`src/logic/ptw_pkg.sv`:
```
// Sv39 IOMMU page table walker shared widths, PTE layout, cause codes and types
package ptw_pkg;

    // Sv39 address geometry
    localparam int unsigned VLEN        = 39;
    localparam int unsigned PLEN        = 56;
    localparam int unsigned PPNW        = 44;
    localparam int unsigned VPNW        = 27;
    localparam int unsigned PAGE_OFFSET = 12;
    // Each level indexes its table with 9 VPN bits
    localparam int unsigned VPN_SLICE_W = 9;
    // PTEs are 8 bytes wide
    localparam int unsigned PTE_SHIFT   = 3;
    localparam int unsigned PTE_WIDTH   = 64;

    // Tag and cause widths
    localparam int unsigned PSCID_WIDTH = 20;
    localparam int unsigned CAUSE_LEN   = 12;

    // PTE field positions
    localparam int unsigned PTE_V   = 0;
    localparam int unsigned PTE_R   = 1;
    localparam int unsigned PTE_W   = 2;
    localparam int unsigned PTE_X   = 3;
    localparam int unsigned PTE_U   = 4;
    localparam int unsigned PTE_G   = 5;
    localparam int unsigned PTE_A   = 6;
    localparam int unsigned PTE_D   = 7;
    localparam int unsigned PPN_LSB = 10;
    // Bits 63:54 reserved as Svnapot and Svpbmt are not supported
    localparam int unsigned RSV_LSB = 54;

    typedef logic [VLEN-1:0]        iova_t;
    typedef logic [PLEN-1:0]        paddr_t;
    typedef logic [PPNW-1:0]        ppn_t;
    typedef logic [VPNW-1:0]        vpn_t;
    typedef logic [PSCID_WIDTH-1:0] pscid_t;
    typedef logic [CAUSE_LEN-1:0]   cause_t;
    typedef logic [PTE_WIDTH-1:0]   pte_t;

    // Fault cause codes reported to the IOMMU
    localparam cause_t CAUSE_LOAD_PAGE_FAULT    = 12'd13;
    localparam cause_t CAUSE_STORE_PAGE_FAULT   = 12'd15;
    localparam cause_t CAUSE_PT_DATA_CORRUPTION = 12'd269;

    // Read data response code for a good beat
    localparam logic [1:0] RESP_OKAY = 2'b00;

    // Walk level where LVL1 holds the root table
    typedef enum logic [1:0] {
        LVL1,
        LVL2,
        LVL3
    } level_e;

    // Walker FSM states
    typedef enum logic [1:0] {
        IDLE,
        WAIT_GRANT,
        PTE_LOOKUP,
        PROPAGATE_ERROR
    } walk_state_e;

endpackage

```
`src/logic/pte_checker.sv`:
```
// Sv39 PTE classifier giving leaf or pointer and flagging page faults per level
`timescale 1ns/1ns

module pte_checker (
    input  ptw_pkg::pte_t   pte_i,
    input  ptw_pkg::level_e level_i,
    input  logic            is_store_i,
    output logic            pte_leaf_o,
    output logic            pte_fault_o
);
    import ptw_pkg::*;

    ppn_t ppn;
    logic invalid;
    logic reserved_set;
    logic misaligned;
    logic ptr_fault;
    logic leaf_fault;

    assign ppn = pte_i[PPN_LSB +: PPNW];

    // Readable or executable means leaf
    assign pte_leaf_o = pte_i[PTE_R] | pte_i[PTE_X];

    // Not valid, or write without read
    assign invalid = !pte_i[PTE_V] || (!pte_i[PTE_R] && pte_i[PTE_W]);

    assign reserved_set = |pte_i[PTE_WIDTH-1:RSV_LSB];

    // Superpage PPN must be aligned to the page size
    always_comb begin
        case (level_i)
            LVL1:    misaligned = |ppn[2*VPN_SLICE_W-1:0];
            LVL2:    misaligned = |ppn[VPN_SLICE_W-1:0];
            default: misaligned = 1'b0;
        endcase
    end

    // A, D and U are reserved on pointers; no pointer allowed at the last level
    assign ptr_fault = !pte_leaf_o &&
                       (pte_i[PTE_A] || pte_i[PTE_D] || pte_i[PTE_U] || (level_i == LVL3));

    // Leaf needs A and R, and D for stores
    assign leaf_fault = pte_leaf_o &&
                        (misaligned || !pte_i[PTE_A] || !pte_i[PTE_R] ||
                         (is_store_i && !pte_i[PTE_D]));

    assign pte_fault_o = invalid || reserved_set || ptr_fault || leaf_fault;

endmodule

```
`src/logic/iotlb_fill.sv`:
```
// IOTLB fill path holding walk tags and sticky global bit for the update entry
`timescale 1ns/1ns

module iotlb_fill (
    input  logic            clk_i,
    input  logic            rst_ni,
    input  logic            walk_start_i,
    input  logic            pte_accept_i,
    input  ptw_pkg::iova_t  req_iova_i,
    input  ptw_pkg::pscid_t pscid_i,
    input  ptw_pkg::pte_t   mem_r_data_i,
    input  ptw_pkg::level_e level_i,
    output logic            up_is_2m_o,
    output logic            up_is_1g_o,
    output ptw_pkg::vpn_t   up_vpn_o,
    output ptw_pkg::pscid_t up_pscid_o,
    output ptw_pkg::pte_t   up_content_o
);
    import ptw_pkg::*;

    vpn_t   vpn_q;
    pscid_t pscid_q;
    // Set once any PTE on the walk path is global
    logic   global_q;
    pte_t   g_mask;

    // Tags captured as the walk starts
    always_ff @(posedge clk_i) begin
        if (walk_start_i) begin
            vpn_q   <= req_iova_i[VLEN-1:PAGE_OFFSET];
            pscid_q <= pscid_i;
        end
    end

    always_ff @(posedge clk_i or negedge rst_ni) begin
        if (!rst_ni) begin
            global_q <= 1'b0;
        end else if (walk_start_i) begin
            global_q <= 1'b0;
        end else if (pte_accept_i && mem_r_data_i[PTE_G]) begin
            global_q <= 1'b1;
        end
    end

    // Leaf level sets the page size
    assign up_is_1g_o = (level_i == LVL1);
    assign up_is_2m_o = (level_i == LVL2);

    assign up_vpn_o   = vpn_q;
    assign up_pscid_o = pscid_q;

    // G inherited from pointer PTEs while the leaf's own G passes through
    assign g_mask       = pte_t'(global_q) << PTE_G;
    assign up_content_o = mem_r_data_i | g_mask;

endmodule

```
`src/logic/ptw_walk_ctrl.sv`:
```
// Sv39 walk FSM with level tracking, PTE pointer generation and error causes
`timescale 1ns/1ns

module ptw_walk_ctrl (
    input  logic              clk_i,
    input  logic              rst_ni,
    input  logic              iotlb_access_i,
    input  logic              iotlb_hit_i,
    input  logic              is_store_i,
    input  ptw_pkg::iova_t    req_iova_i,
    input  ptw_pkg::ppn_t     iosatp_ppn_i,
    input  logic              mem_ar_ready_i,
    input  logic              mem_r_valid_i,
    input  ptw_pkg::pte_t     mem_r_data_i,
    input  logic [1:0]        mem_r_resp_i,
    input  logic              pte_leaf_i,
    input  logic              pte_fault_i,
    output logic              mem_ar_valid_o,
    output logic              mem_r_ready_o,
    output ptw_pkg::paddr_t   mem_ar_addr_o,
    output logic              ptw_active_o,
    output logic              ptw_error_o,
    output ptw_pkg::cause_t   cause_code_o,
    output logic              update_o,
    output logic              walk_start_o,
    output logic              pte_accept_o,
    output ptw_pkg::level_e   level_o
);
    import ptw_pkg::*;

    walk_state_e state_q, state_n;
    level_e      level_q, level_n;
    cause_t      cause_q, cause_n;
    // Request IOVA kept for the lower level indices
    iova_t       iova_q, iova_n;
    // Address of the PTE being fetched
    paddr_t      pptr_q, pptr_n;

    logic r_fire;
    logic bus_err;
    ppn_t pte_ppn;

    // VPN index of the given level
    function automatic logic [VPN_SLICE_W-1:0] vpn_slice(iova_t iova, level_e lvl);
        logic [VPN_SLICE_W-1:0] slice;
        case (lvl)
            LVL1:    slice = iova[PAGE_OFFSET + 2*VPN_SLICE_W +: VPN_SLICE_W];
            LVL2:    slice = iova[PAGE_OFFSET + VPN_SLICE_W +: VPN_SLICE_W];
            default: slice = iova[PAGE_OFFSET +: VPN_SLICE_W];
        endcase
        return slice;
    endfunction

    // Table base plus scaled index gives the PTE address
    function automatic paddr_t make_pptr(ppn_t ppn, logic [VPN_SLICE_W-1:0] idx);
        return {ppn, idx, {PTE_SHIFT{1'b0}}};
    endfunction

    // Miss seen only while idle
    assign walk_start_o = (state_q == IDLE) && iotlb_access_i && !iotlb_hit_i;

    // Read data is taken the cycle it shows up
    assign r_fire        = (state_q == PTE_LOOKUP) && mem_r_valid_i;
    assign mem_r_ready_o = r_fire;
    assign bus_err       = (mem_r_resp_i != RESP_OKAY);
    // Good beats feed the sticky global bit
    assign pte_accept_o  = r_fire && !bus_err;

    assign pte_ppn = mem_r_data_i[PPN_LSB +: PPNW];

    assign mem_ar_valid_o = (state_q == WAIT_GRANT);
    assign mem_ar_addr_o  = pptr_q;
    assign ptw_active_o   = (state_q != IDLE);
    assign ptw_error_o    = (state_q == PROPAGATE_ERROR);
    // Cause only shown during the error cycle
    assign cause_code_o   = (state_q == PROPAGATE_ERROR) ? cause_q : '0;
    assign level_o        = level_q;

    always_comb begin
        state_n  = state_q;
        level_n  = level_q;
        cause_n  = cause_q;
        iova_n   = iova_q;
        pptr_n   = pptr_q;
        update_o = 1'b0;

        case (state_q)
            IDLE: begin
                // Start at the root table named by iosatp
                if (walk_start_o) begin
                    state_n = WAIT_GRANT;
                    level_n = LVL1;
                    iova_n  = req_iova_i;
                    pptr_n  = make_pptr(iosatp_ppn_i, vpn_slice(req_iova_i, LVL1));
                end
            end

            WAIT_GRANT: begin
                // Address held stable until accepted
                if (mem_ar_ready_i) begin
                    state_n = PTE_LOOKUP;
                end
            end

            PTE_LOOKUP: begin
                if (r_fire) begin
                    if (bus_err) begin
                        // Bus error wins over any PTE check
                        cause_n = CAUSE_PT_DATA_CORRUPTION;
                        state_n = PROPAGATE_ERROR;
                    end else if (pte_fault_i) begin
                        cause_n = is_store_i ? CAUSE_STORE_PAGE_FAULT : CAUSE_LOAD_PAGE_FAULT;
                        state_n = PROPAGATE_ERROR;
                    end else if (pte_leaf_i) begin
                        // Translation found
                        update_o = 1'b1;
                        state_n  = IDLE;
                    end else begin
                        // Pointer PTE, descend one level
                        // A pointer at LVL3 is flagged as a fault by the checker
                        level_n = (level_q == LVL1) ? LVL2 : LVL3;
                        pptr_n  = make_pptr(pte_ppn, vpn_slice(iova_q, level_n));
                        state_n = WAIT_GRANT;
                    end
                end
            end

            // PROPAGATE_ERROR lasts a single cycle
            default: begin
                state_n = IDLE;
            end
        endcase
    end

    always_ff @(posedge clk_i or negedge rst_ni) begin
        if (!rst_ni) begin
            state_q <= IDLE;
            level_q <= LVL1;
            cause_q <= '0;
        end else begin
            state_q <= state_n;
            level_q <= level_n;
            cause_q <= cause_n;
        end
    end

    always_ff @(posedge clk_i) begin
        iova_q <= iova_n;
        pptr_q <= pptr_n;
    end

endmodule

```
`src/logic/ptw_top.sv`:
```
// Sv39 page table walker top joining walk FSM, PTE checks and IOTLB fill
`timescale 1ns/1ns

module ptw_top (
    input  logic              clk_i,
    input  logic              rst_ni,
    // IOTLB miss monitor and request info
    input  logic              iotlb_access_i,
    input  logic              iotlb_hit_i,
    input  logic              is_store_i,
    input  ptw_pkg::iova_t    req_iova_i,
    input  ptw_pkg::pscid_t   pscid_i,
    input  ptw_pkg::ppn_t     iosatp_ppn_i,
    // Memory read channels
    input  logic              mem_ar_ready_i,
    input  logic              mem_r_valid_i,
    input  ptw_pkg::pte_t     mem_r_data_i,
    input  logic [1:0]        mem_r_resp_i,
    output logic              mem_ar_valid_o,
    output logic              mem_r_ready_o,
    output ptw_pkg::paddr_t   mem_ar_addr_o,
    // Status and error report
    output logic              ptw_active_o,
    output logic              ptw_error_o,
    output ptw_pkg::cause_t   cause_code_o,
    // IOTLB update
    output logic              update_o,
    output logic              up_is_2m_o,
    output logic              up_is_1g_o,
    output ptw_pkg::vpn_t     up_vpn_o,
    output ptw_pkg::pscid_t   up_pscid_o,
    output ptw_pkg::pte_t     up_content_o
);
    import ptw_pkg::*;

    // Walk progress towards the fill logic
    logic   walk_start;
    logic   pte_accept;
    level_e level;

    // Classification of the fetched PTE
    logic pte_leaf;
    logic pte_fault;

    ptw_walk_ctrl u_walk_ctrl (
        .clk_i          (clk_i),
        .rst_ni         (rst_ni),
        .iotlb_access_i (iotlb_access_i),
        .iotlb_hit_i    (iotlb_hit_i),
        .is_store_i     (is_store_i),
        .req_iova_i     (req_iova_i),
        .iosatp_ppn_i   (iosatp_ppn_i),
        .mem_ar_ready_i (mem_ar_ready_i),
        .mem_r_valid_i  (mem_r_valid_i),
        .mem_r_data_i   (mem_r_data_i),
        .mem_r_resp_i   (mem_r_resp_i),
        .pte_leaf_i     (pte_leaf),
        .pte_fault_i    (pte_fault),
        .mem_ar_valid_o (mem_ar_valid_o),
        .mem_r_ready_o  (mem_r_ready_o),
        .mem_ar_addr_o  (mem_ar_addr_o),
        .ptw_active_o   (ptw_active_o),
        .ptw_error_o    (ptw_error_o),
        .cause_code_o   (cause_code_o),
        .update_o       (update_o),
        .walk_start_o   (walk_start),
        .pte_accept_o   (pte_accept),
        .level_o        (level)
    );

    pte_checker u_pte_checker (
        .pte_i       (mem_r_data_i),
        .level_i     (level),
        .is_store_i  (is_store_i),
        .pte_leaf_o  (pte_leaf),
        .pte_fault_o (pte_fault)
    );

    iotlb_fill u_iotlb_fill (
        .clk_i        (clk_i),
        .rst_ni       (rst_ni),
        .walk_start_i (walk_start),
        .pte_accept_i (pte_accept),
        .req_iova_i   (req_iova_i),
        .pscid_i      (pscid_i),
        .mem_r_data_i (mem_r_data_i),
        .level_i      (level),
        .up_is_2m_o   (up_is_2m_o),
        .up_is_1g_o   (up_is_1g_o),
        .up_vpn_o     (up_vpn_o),
        .up_pscid_o   (up_pscid_o),
        .up_content_o (up_content_o)
    );

endmodule

```
`config.mk`:
```
export PLATFORM = sky130hd
export DESIGN_NAME = ptw_top
export DESIGN_NICKNAME = d
export VERILOG_FILES = /design/src/logic/ptw_pkg.sv /design/src/logic/pte_checker.sv /design/src/logic/iotlb_fill.sv /design/src/logic/ptw_walk_ctrl.sv /design/src/logic/ptw_top.sv
export SDC_FILE = /design/constraint.sdc
export NUM_CORES = 1
export LEC_CHECK = 0
export ABC_AREA = 0
export BUFFER_PORTS_ARGS = -buffer_cell sky130_fd_sc_hd__buf_2
export CORE_AREA = 2 2 140 142
export DETAILED_ROUTE_END_ITERATION = 7
export DIE_AREA = 0 0 142 144
export MAX_ROUTING_LAYER = met4
export PLACE_DENSITY = 0.62
export SYNTH_ARGS = -nofsm -noshare
export SYNTH_HDL_FRONTEND = slang
export SYNTH_SLANG_ARGS = --single-unit
```
`constraint.sdc`:
```
create_clock -name clk_i -period 8.4 [get_ports clk_i]
set_input_delay 1.68 -clock clk_i [delete_from_list [all_inputs] [get_ports clk_i]]
set_output_delay 1.68 -clock clk_i [all_outputs]
set_load 0.02 [all_outputs]
```
---- Yosys cells after proc, flatten, opt, wreduce, memory -nomap -nowiden ----
Cells that the tools add are included.
storage, ports and cells
  input port bits ......................... 176
  output and inout port bits .............. 186
  bits in registers ....................... 159
cells by class
  reductions and logical operators ........ 41
  equality and inequality tests ........... 12
  mux-type cells .......................... 33
  bitwise operators ....................... 2
operator list
  kind                  number
  $mux W56              5
  $pmux W56 S2          1
  $or A64 B6 Y64        1
  $mux W12              3
  $mux W2               12
  $pmux W9 S2           1
  $reduce_or A18 Y1     1
  $logic_or A1 B1 Y1    10
  $reduce_bool A2 Y1    5
  $reduce_or A10 Y1     1
  $logic_and A1 B1 Y1   9
  $reduce_or A9 Y1      1
  $mux W1               8
  $ne A2 B2 Y1 const B  4
  $logic_not A1 Y1      7
  $eq A2 B1 Y1 const B  3
  $eq A2 B2 Y1 const B  3
  $logic_not A2 Y1      3
  $pmux W2 S3           1
  $reduce_and A3 Y1     2
  $reduce_and A6 Y1     1
  $ne A2 B1 Y1 const B  2
  $pmux W2 S2           1
  $pmux W1 S2           1
  2 further kinds       2

---- Depth between registers and ports, before layout ----
Gate-level depths: netlist of the first run.
  depth in word-level cells ............... 11
  depth in mapped cells ................... 6
  gate-level depth less buffers ........... 5

---- Hierarchy ----
A second synthesis of the first run with hierarchy kept.
second synthesis, totals
  cell total of the unflattened synthesis .. 438
  area total of the unflattened synthesis .. 5411.4 um2
modules (own cells, without submodules)
  module         area each (um2)  sequential area each (um2)  times used  cells each
  ptw_walk_ctrl  3340.7           2307.2                      1           301
  iotlb_fill     1934.4           1436.4                      1           116
  pte_checker    136.4            0.0                         1           21

---- Least setup slack after synthesis of the first run ----
Ideal clock, no wire load.
  path kind ............................... input to register
  from .................................... input port iotlb_hit_i
  to ...................................... register u_walk_ctrl.pptr_q[10] (netlist: u_walk_ctrl.mem_ar_addr_o[10]), enable pin
  cell stages on the path ................. 3
  slack ................................... -0.357 ns
  arrival ................................. 8.276 ns
  path buffers ............................ 0
  cells stage by stage .................... nor3b_1 -> a31oi_1 -> a21oi_1
on the way
  cells in the longest elaborated chain, start to end .. 4
RTL lines
  element                      line                  source
  start: declaration           ptw_top.sv:9          input logic iotlb_hit_i,
  $logic_not A1 Y1             ptw_walk_ctrl.sv:60   assign walk_start_o = (state_q == IDLE) && iotlb_access_i && !iotlb_hit_i;
  $logic_and A1 B1 Y1          ptw_walk_ctrl.sv:60
  $ne A2 B1 Y1 (no line)       -
  $reduce_and A6 Y1 (no line)  -
  end signal: assignment       ptw_walk_ctrl.sv:149  pptr_q <= pptr_n;
  end: declaration             ptw_walk_ctrl.sv:37   paddr_t pptr_q, pptr_n;
No other way between the ends.
A chain may end at the register's enable or synchronous reset.

---- Worst setup path in the final report of the first run ----
  from .................................... input port mem_r_data_i[24]
  to ...................................... output port update_o
on the way
  cells in the longest elaborated chain, start to end .. 11
RTL lines
  element                          line                  source
  start: declaration               ptw_top.sv:17         input ptw_pkg::pte_t mem_r_data_i,
  $reduce_or A18 Y1                pte_checker.sv:33     LVL1: misaligned = |ppn[2*VPN_SLICE_W-1:0];
  $pmux W1 S2                      pte_checker.sv:32     case (level_i)
  $logic_or A1 B1 Y1 (3 in a row)  pte_checker.sv:45     (misaligned || !pte_i[PTE_A] || !pte_i[PTE_R] ||
  $logic_and A1 B1 Y1              pte_checker.sv:44     assign leaf_fault = pte_leaf_o &&
  $logic_or A1 B1 Y1               pte_checker.sv:48     assign pte_fault_o = invalid || reserved_set || ptr_fault || leaf_fault;
  $mux W1                          ptw_walk_ctrl.sv:111  end else if (pte_fault_i) begin
  $mux W1                          ptw_walk_ctrl.sv:107  if (bus_err) begin
  $mux W1                          ptw_walk_ctrl.sv:106  if (r_fire) begin
  $mux W1                          ptw_walk_ctrl.sv:87   case (state_q)
  end: declaration                 ptw_top.sv:27         output logic update_o,
No other way between the ends.

==> results of run 1 <==
cell type report:
type	count	share of cell area, %
Inverter	2	0.0995
Clock inverter	15	2.32
Tap cell	238	3.95
Sequential cell	126	49.6
Antenna cell	3	0.0995
Clock buffer	17	5.64
Timing Repair Buffer	341	22.8
Multi-Input combinational cell	232	15.4
power by group through the flow:
stage	Combinational, uW	Sequential (uW)	Clock, uW
2_1_floorplan	267	950	0
3_3_place_gp	539	859	0
3_5_place_dp	541	862	0
4_1_cts	541	850	773
5_1_grt	584	858	797
6_report	532	849	748
path summary, 6_finish.rpt:
path                                         from                            end  slack (ns)  depth (start not counted)
setup / recovery                 mem_r_data_i[24]                       update_o        3.14                          7
hold / removal             u_walk_ctrl.cause_q[3]         u_walk_ctrl.cause_q[3]        0.45                          1
setup reg to reg           u_walk_ctrl.state_q[1]  u_walk_ctrl.mem_ar_addr_o[15]        5.13                          6
hold reg to reg            u_walk_ctrl.cause_q[3]         u_walk_ctrl.cause_q[3]        0.45                          1
max in group asynchronous                  rst_ni         u_walk_ctrl.level_o[0]        7.11                          1
min in group asynchronous                  rst_ni          u_iotlb_fill.global_q        1.11                          1
routing by layer:
layer	routed length, um	track usage [%]
met1	6590	18.2
met2	7180	22.0
met3	1260	4.70
met4	228	5.47
met5	0	-
logic make-up (layout without fill, tap and decap cells):
| family | count (synthesis) | count (layout) | synth area share, % |
|---|---|---|---|
| multiplexers | 10 | 10 | 1.83 |
| AND/OR/NAND/NOR | 185 | 185 | 14.8 |
| AO/OA/AOI/OAI | 27 | 27 | 3.30 |
| other | 1 | 13 | 0.0687 |
| buffers and inverters | 91 | 375 | 11.4 |
| flip-flops | 126 | 126 | 68.6 |
stage by stage:
stage               utilization (%)  total power [uW]  worst slack, ns
floorplan                         -              1220             1.44
global placement               36.3              1400             3.18
detailed placement             36.3              1400             3.15
CTS                            39.5              2160             3.14
global route                   39.5              2240             3.04
finish                         39.5              2130             3.14
synthesized netlist by cell type (all sizes together):
cell type,number,share of area [%]
nor2b,5,0.57
o41ai,1,0.30
nand2,144,9.9
nor2,5,0.34
edfxtp,118,65
nand3b,1,0.14
a41o,1,0.21
nand4,2,0.23
buf,77,10
a21o,1,0.14
mux2i,10,1.8
nor4b,1,0.44
o22ai,1,0.11
nor3b,3,0.41
or4,1,0.21
o41a,1,0.21
a41oi,2,0.32
or2,2,0.23
dfrtp,8,3.7
and2,2,0.23
inv,2,0.14
and3,3,0.34
nand2b,4,0.46
nor4,6,0.69
o21bai,1,0.14
nand3,2,0.18
a211oi,1,0.14
clkbuf,12,0.83
o21ai,10,0.92
conb,1,0.069
or3,1,0.11
a21oi,4,0.37
a31oi,4,0.46
nor3,3,0.28
state kept, by name, indices dropped and copies added (netlist names):
register                   count
u_iotlb_fill.up_pscid_o       20
u_walk_ctrl.state_q            2
u_iotlb_fill.up_vpn_o         27
u_walk_ctrl.iova_q            18
u_walk_ctrl.cause_q            3
u_iotlb_fill.global_q          1
u_walk_ctrl.mem_ar_addr_o     53
u_walk_ctrl.level_o            2
==> flow_summary.yaml, run 1 <==
cells_and_area:
  finalInstanceArea_um2: 7540
  final_cells: 974
  layout_commonest_cell: "buf_2"
  fillers: 1847
  multi_input_area_um2: 1160
  drive_gt1_share_pct: 52.4
  syn_to_final_growth_pct: 38.2
  final_cell_mix: "buf_2, nand2_1, edfxtp_1"
  seq_area_um2: 3740
  fin_nets: 896
worst_setup_path:
  critPathLaunchType: "primary input"
  critPathMostFrequentCell: "buf_2"
  crit_path_end_kind: "primary output"
  max_stage_delay_ns: 0.55
  cp_top_family: "simple AND/OR/NAND/NOR gates"
  path_cells: "buf_2, or4_4, o41ai_2, a41o_2, nand2_1, nor3_1, buf_2"
  crit_fanout: 5
  path_buf_inv: 2
  cp.required_ns: 6.72
  cp.arrival_ns: 3.58
  crit_slowest_cell: "or4_4"
  path_class: "primary input to primary output"
power_and_ir_drop:
  power_switching_uw: 699
  internal-power_uw: 1430
  comb_power_share_pct: 25.0
  ir_drop_mv: 0.129
  p_sw_share_pct: 32.9
  seqPwrFrac_pct: 39.9
  pwr-share-clk_pct: 35.1
  leakage_uw: 0.00353
  p_per_area_nw_per_um2: 282
place:
  port-buffer-count: 335
  dp_hpwl_mm: 11.5
  placed_cells: 939
  place.gp.congestion: 0.842
  placed_area_um2: 6930
outcome:
  status: "completed"
clock_network:
  cts-root-buf: "clkbuf_16"
  cts.htree.levels: 4
  clockBufferDepth: 2
  cts_tree: "yes"
  cts-buffers-inserted: 17
  path_clk_slew_ns: 0.06
  cts_num_sinks: 126
  holdBufCountCts: 0
  cts_resized: 0
  post_cts_buffers: 0
  clk_latency_ns: 0.41
hold_path:
  hp-class: "flip-flop to flip-flop"
synthesis:
  syn_area_um2: 5460
  yosysSeqAreaShare_pct: 68.6
  synth_cell_type_count: 37
  syn-instance-count: 440
  syn_avg_cell_area_um2: 12.4
  ys_ff_latch: 126
  yosys_warnings: 0
timing:
  finalHoldViolCount: 0
  setup_viol: 0
  hold_ws_ns: 0.449
  fin_setup_tns_ns: 0
  fmax_ghz: 0.190
  rsz0062_at_grt: "false"
  period_needed_ns: 5.26
  final.period_utilization_pct: 62.7
  worst_pin_slew_ns: 0.724
  finClkSkew_ns: 0.00678
  finalMaxSlewViolations: 0
  timing.max_slew.rel_slack_pct: 51.8
routing:
  drt_iter0_drc: 224
  routed_wl_mm: 15.3
  firstDrtPassIters: 4
  drc: 0
  vias_per_cell: 4.27
  vias: 4162
  antenna_left: 0
  post_drt_wl_per_cell_um: 15.7
floorplanning:
  core-area_um2: 19100
  start_util_pct: 28.6
  die_h_um: 144
  io_pins: 362
  rows: 51
  die_area_um2: 20400
  die_w_um: 142
grt:
  first_global_vias: 3820
  grt_max_degree: 52
  grt_first_pass_wirelength_mm: 21.3
  antenna_found_initial: 3
  grt_overflow: 0
  track_usage_pct: 14.5
run:
  maxCapViolCount: 0
Note: power is estimated with default switching activity, not from simulation.
==> run 2: changes to the inputs <==
--- a/config.mk
+++ b/config.mk
@@ -5,13 +5,13 @@
 export SDC_FILE = /design/constraint.sdc
 export NUM_CORES = 1
 export LEC_CHECK = 0
-export ABC_AREA = 0
+export ABC_AREA = 1
 export BUFFER_PORTS_ARGS = -buffer_cell sky130_fd_sc_hd__buf_2
-export CORE_AREA = 2 2 140 142
+export CORE_AREA = 2 2 139 141
 export DETAILED_ROUTE_END_ITERATION = 7
-export DIE_AREA = 0 0 142 144
+export DIE_AREA = 0 0 141 143
 export MAX_ROUTING_LAYER = met4
-export PLACE_DENSITY = 0.62
+export PLACE_DENSITY = 0.65
 export SYNTH_ARGS = -nofsm -noshare
 export SYNTH_HDL_FRONTEND = slang
 export SYNTH_SLANG_ARGS = --single-unit
==> constraint.sdc (replaced) <==
create_clock -name clk_i -period 4.8 [get_ports clk_i]
set_input_delay 0.96 -clock clk_i [delete_from_list [all_inputs] [get_ports clk_i]]
set_output_delay 0.96 -clock clk_i [all_outputs]
set_load 0.02 [all_outputs]
==> flow_summary.yaml, run 2 <==
timing:
  finClkSkew_ns: 0.00848
  timing.max_slew.rel_slack_pct: 57.1
  finalMaxSlewViolations: 0
  fin_setup_tns_ns: 0
  final.period_utilization_pct: 67.2
  worst_pin_slew_ns: 0.643
  rsz0062_at_grt: "false"
  setup_viol: 0
  period_needed_ns: 3.22
  setup_ws_ns: 1.58
  finalHoldViolCount: 0
  fmax_ghz: 0.310
  hold_ws_ns: 0.387
grt:
  antenna_found_initial: 0
  first_global_vias: 4089
  grt_overflow: 0
  track_usage_pct: 15.1
  grt_max_degree: 52
  grt_first_pass_wirelength_mm: 22.0
floorplanning:
  die_area_um2: 20200
  io_pins: 362
  die_w_um: 141
  rows: 50
  core-area_um2: 18600
  die_h_um: 143
  start_util_pct: 29.6
clock_network:
  post_cts_buffers: 0
  clk_latency_ns: 0.41
  cts.htree.levels: 4
  holdBufCountCts: 0
  clockBufferDepth: 2
  cts_tree: "yes"
  cts-buffers-inserted: 17
  cts-root-buf: "clkbuf_16"
  cts_num_sinks: 126
  path_clk_slew_ns: 0.06
  cts_resized: 0
worst_setup_path:
  critPathMostFrequentCell: "nor2_1"
  r2r-start: "u_walk_ctrl.state_q[1]"
  cp.required_ns: 3.84
  max_stage_delay_ns: 0.42
  cp.arrival_ns: 2.26
  critPathLaunchType: "flip-flop"
  crit_fanout: 33
  reg2reg_slack_ns: 2.62
  path_buf_inv: 3
  crit_slowest_cell: "dfrtp_1"
  cp_top_family: "buffers and inverters"
  crit_path_end_kind: "primary output"
  crit_start: "u_walk_ctrl.state_q[0]"
  path_class: "flip-flop to primary output"
  path_cells: "nor2_4, buf_4, inv_2, nor2_1, nand4_1, nor2_1, buf_2"
run:
  maxCapViolCount: 0
routing:
  vias_per_cell: 4.12
  drt_iter0_drc: 143
  firstDrtPassIters: 5
  drc: 0
  routed_wl_mm: 15.2
  vias: 4190
  antenna_left: 0
  post_drt_wl_per_cell_um: 14.9
power_and_ir_drop:
  p_per_area_nw_per_um2: 510
  seqPwrFrac_pct: 39.0
  p_sw_share_pct: 36.0
  power_switching_uw: 1380
  internal-power_uw: 2460
  comb_power_share_pct: 27.9
  ir_drop_mv: 0.231
  leakage_uw: 0.00362
  pwr-share-clk_pct: 33.1
cells_and_area:
  n_antenna_cell: 0
  fin_nets: 945
  final_cells: 1016
  syn_to_final_growth_pct: 36.8
  final_cell_mix: "buf_2, nand2_1, edfxtp_1"
  layout_commonest_cell: "buf_2"
  largest_reg_flops: 53
  drive_gt1_share_pct: 49.6
  finalInstanceArea_um2: 7540
synthesis:
  ys.flop_type: "edfxtp_1"
  yosys_warnings: 0
  yosysTopAreaCell: "edfxtp_1"
  synth_edf_count: 118
  ys_top_cells_by_count: "nand2_1, edfxtp_1, buf_4"
  syn_avg_cell_area_um2: 11.4
  syn-instance-count: 485
  syn_area_um2: 5510
  synth_top_area_share_pct: 64.3
  synth_cell_type_count: 27
  synthArstFlopShare_pct: 6.35
  yosysMostFrequentCell: "nand2_1"
  yosysSeqAreaShare_pct: 68.0
  ys_ff_latch: 126
  synth_area_leaders: "edfxtp_1, nand2_1, buf_4"
hold_path:
  hp-class: "primary input to asynchronous set/reset pin"
place:
  dp_slack_ns: 1.61
  port-buffer-count: 335
  dp_hpwl_mm: 11.7
  placed_cells: 984
  place.gp.congestion: 0.804
  placed_area_um2: 6940
outcome:
  status: "completed"
-- run 2: changes by cell type in the layout (fill, tap and decap cells not counted), sizes merged, moves of 5 or more --
cell,delta
nor2,+24
inv,+33
nor2b,-5
clkinv,+5
nand3,+12
o21ai,+9
nor4,-6
nand2,+19
mux2i,-10
-- run 2: power groups by stage --
stage	Sequential, uW	Combinational [uW]	Clock [uW]
floorplan	1660	616	0
global placement	1520	1090	0
detailed placement	1520	1100	0
CTS	1500	1100	1310
global route	1520	1200	1360
finish	1500	1070	1270
-- run 2: cell type report --
cell class | count | area (um2)
Clock buffer | 17 | 425
Clock inverter | 15 | 171
Fill cell | 1826 | 11000
Inverter | 36 | 135
Multi-Input combinational cell | 247 | 1050
Sequential cell | 126 | 3740
Tap cell | 234 | 293
Timing Repair Buffer | 341 | 1720
-- run 2: cells by family after synthesis --
logic type | synth area share, %
DFF | 68.0
buffers and inverters | 13.7
AOI/OAI and AO/OA | 2.32
and+or+nand+nor | 15.9
other | 0.0681
-- run 2: worst paths after layout --
check                                           endpoint  cells past startpoint
max                                             update_o                      7
min reg2reg                       u_walk_ctrl.cause_q[3]                      2
max reg2reg                u_walk_ctrl.mem_ar_addr_o[24]                      6
min                               u_walk_ctrl.cause_q[3]                      1
max in group asynchronous         u_walk_ctrl.state_q[0]                      1
min in group clk_i                u_walk_ctrl.cause_q[3]                      2
-- run 2: worst register-to-register path: cells and delay by family (launching register included) --
kind	cells	cell delay, ns
AOI/OAI and AO/OA	1	0.16
buffers and inverters	4	1.32
DFF	1	0.41
and+or+nand+nor	1	0.03
-- run 2: routing by layer --
layer  GRT usage, %  up-vias  wire, um
met1           17.7     1905      6300
met3           5.06        8      1150
li1               -     2082         -
met2           25.1      195      7620
met4           3.89        0       110
met5              -        -         0
-- run 2: through the flow --
stage / util, % / total power [uW]
after floorplan: - / 2280
after global placement: 37.4 / 2600
after detailed placement: 37.4 / 2620
after CTS: 40.6 / 3920
after global routing: 40.6 / 4070
final: 40.6 / 3840
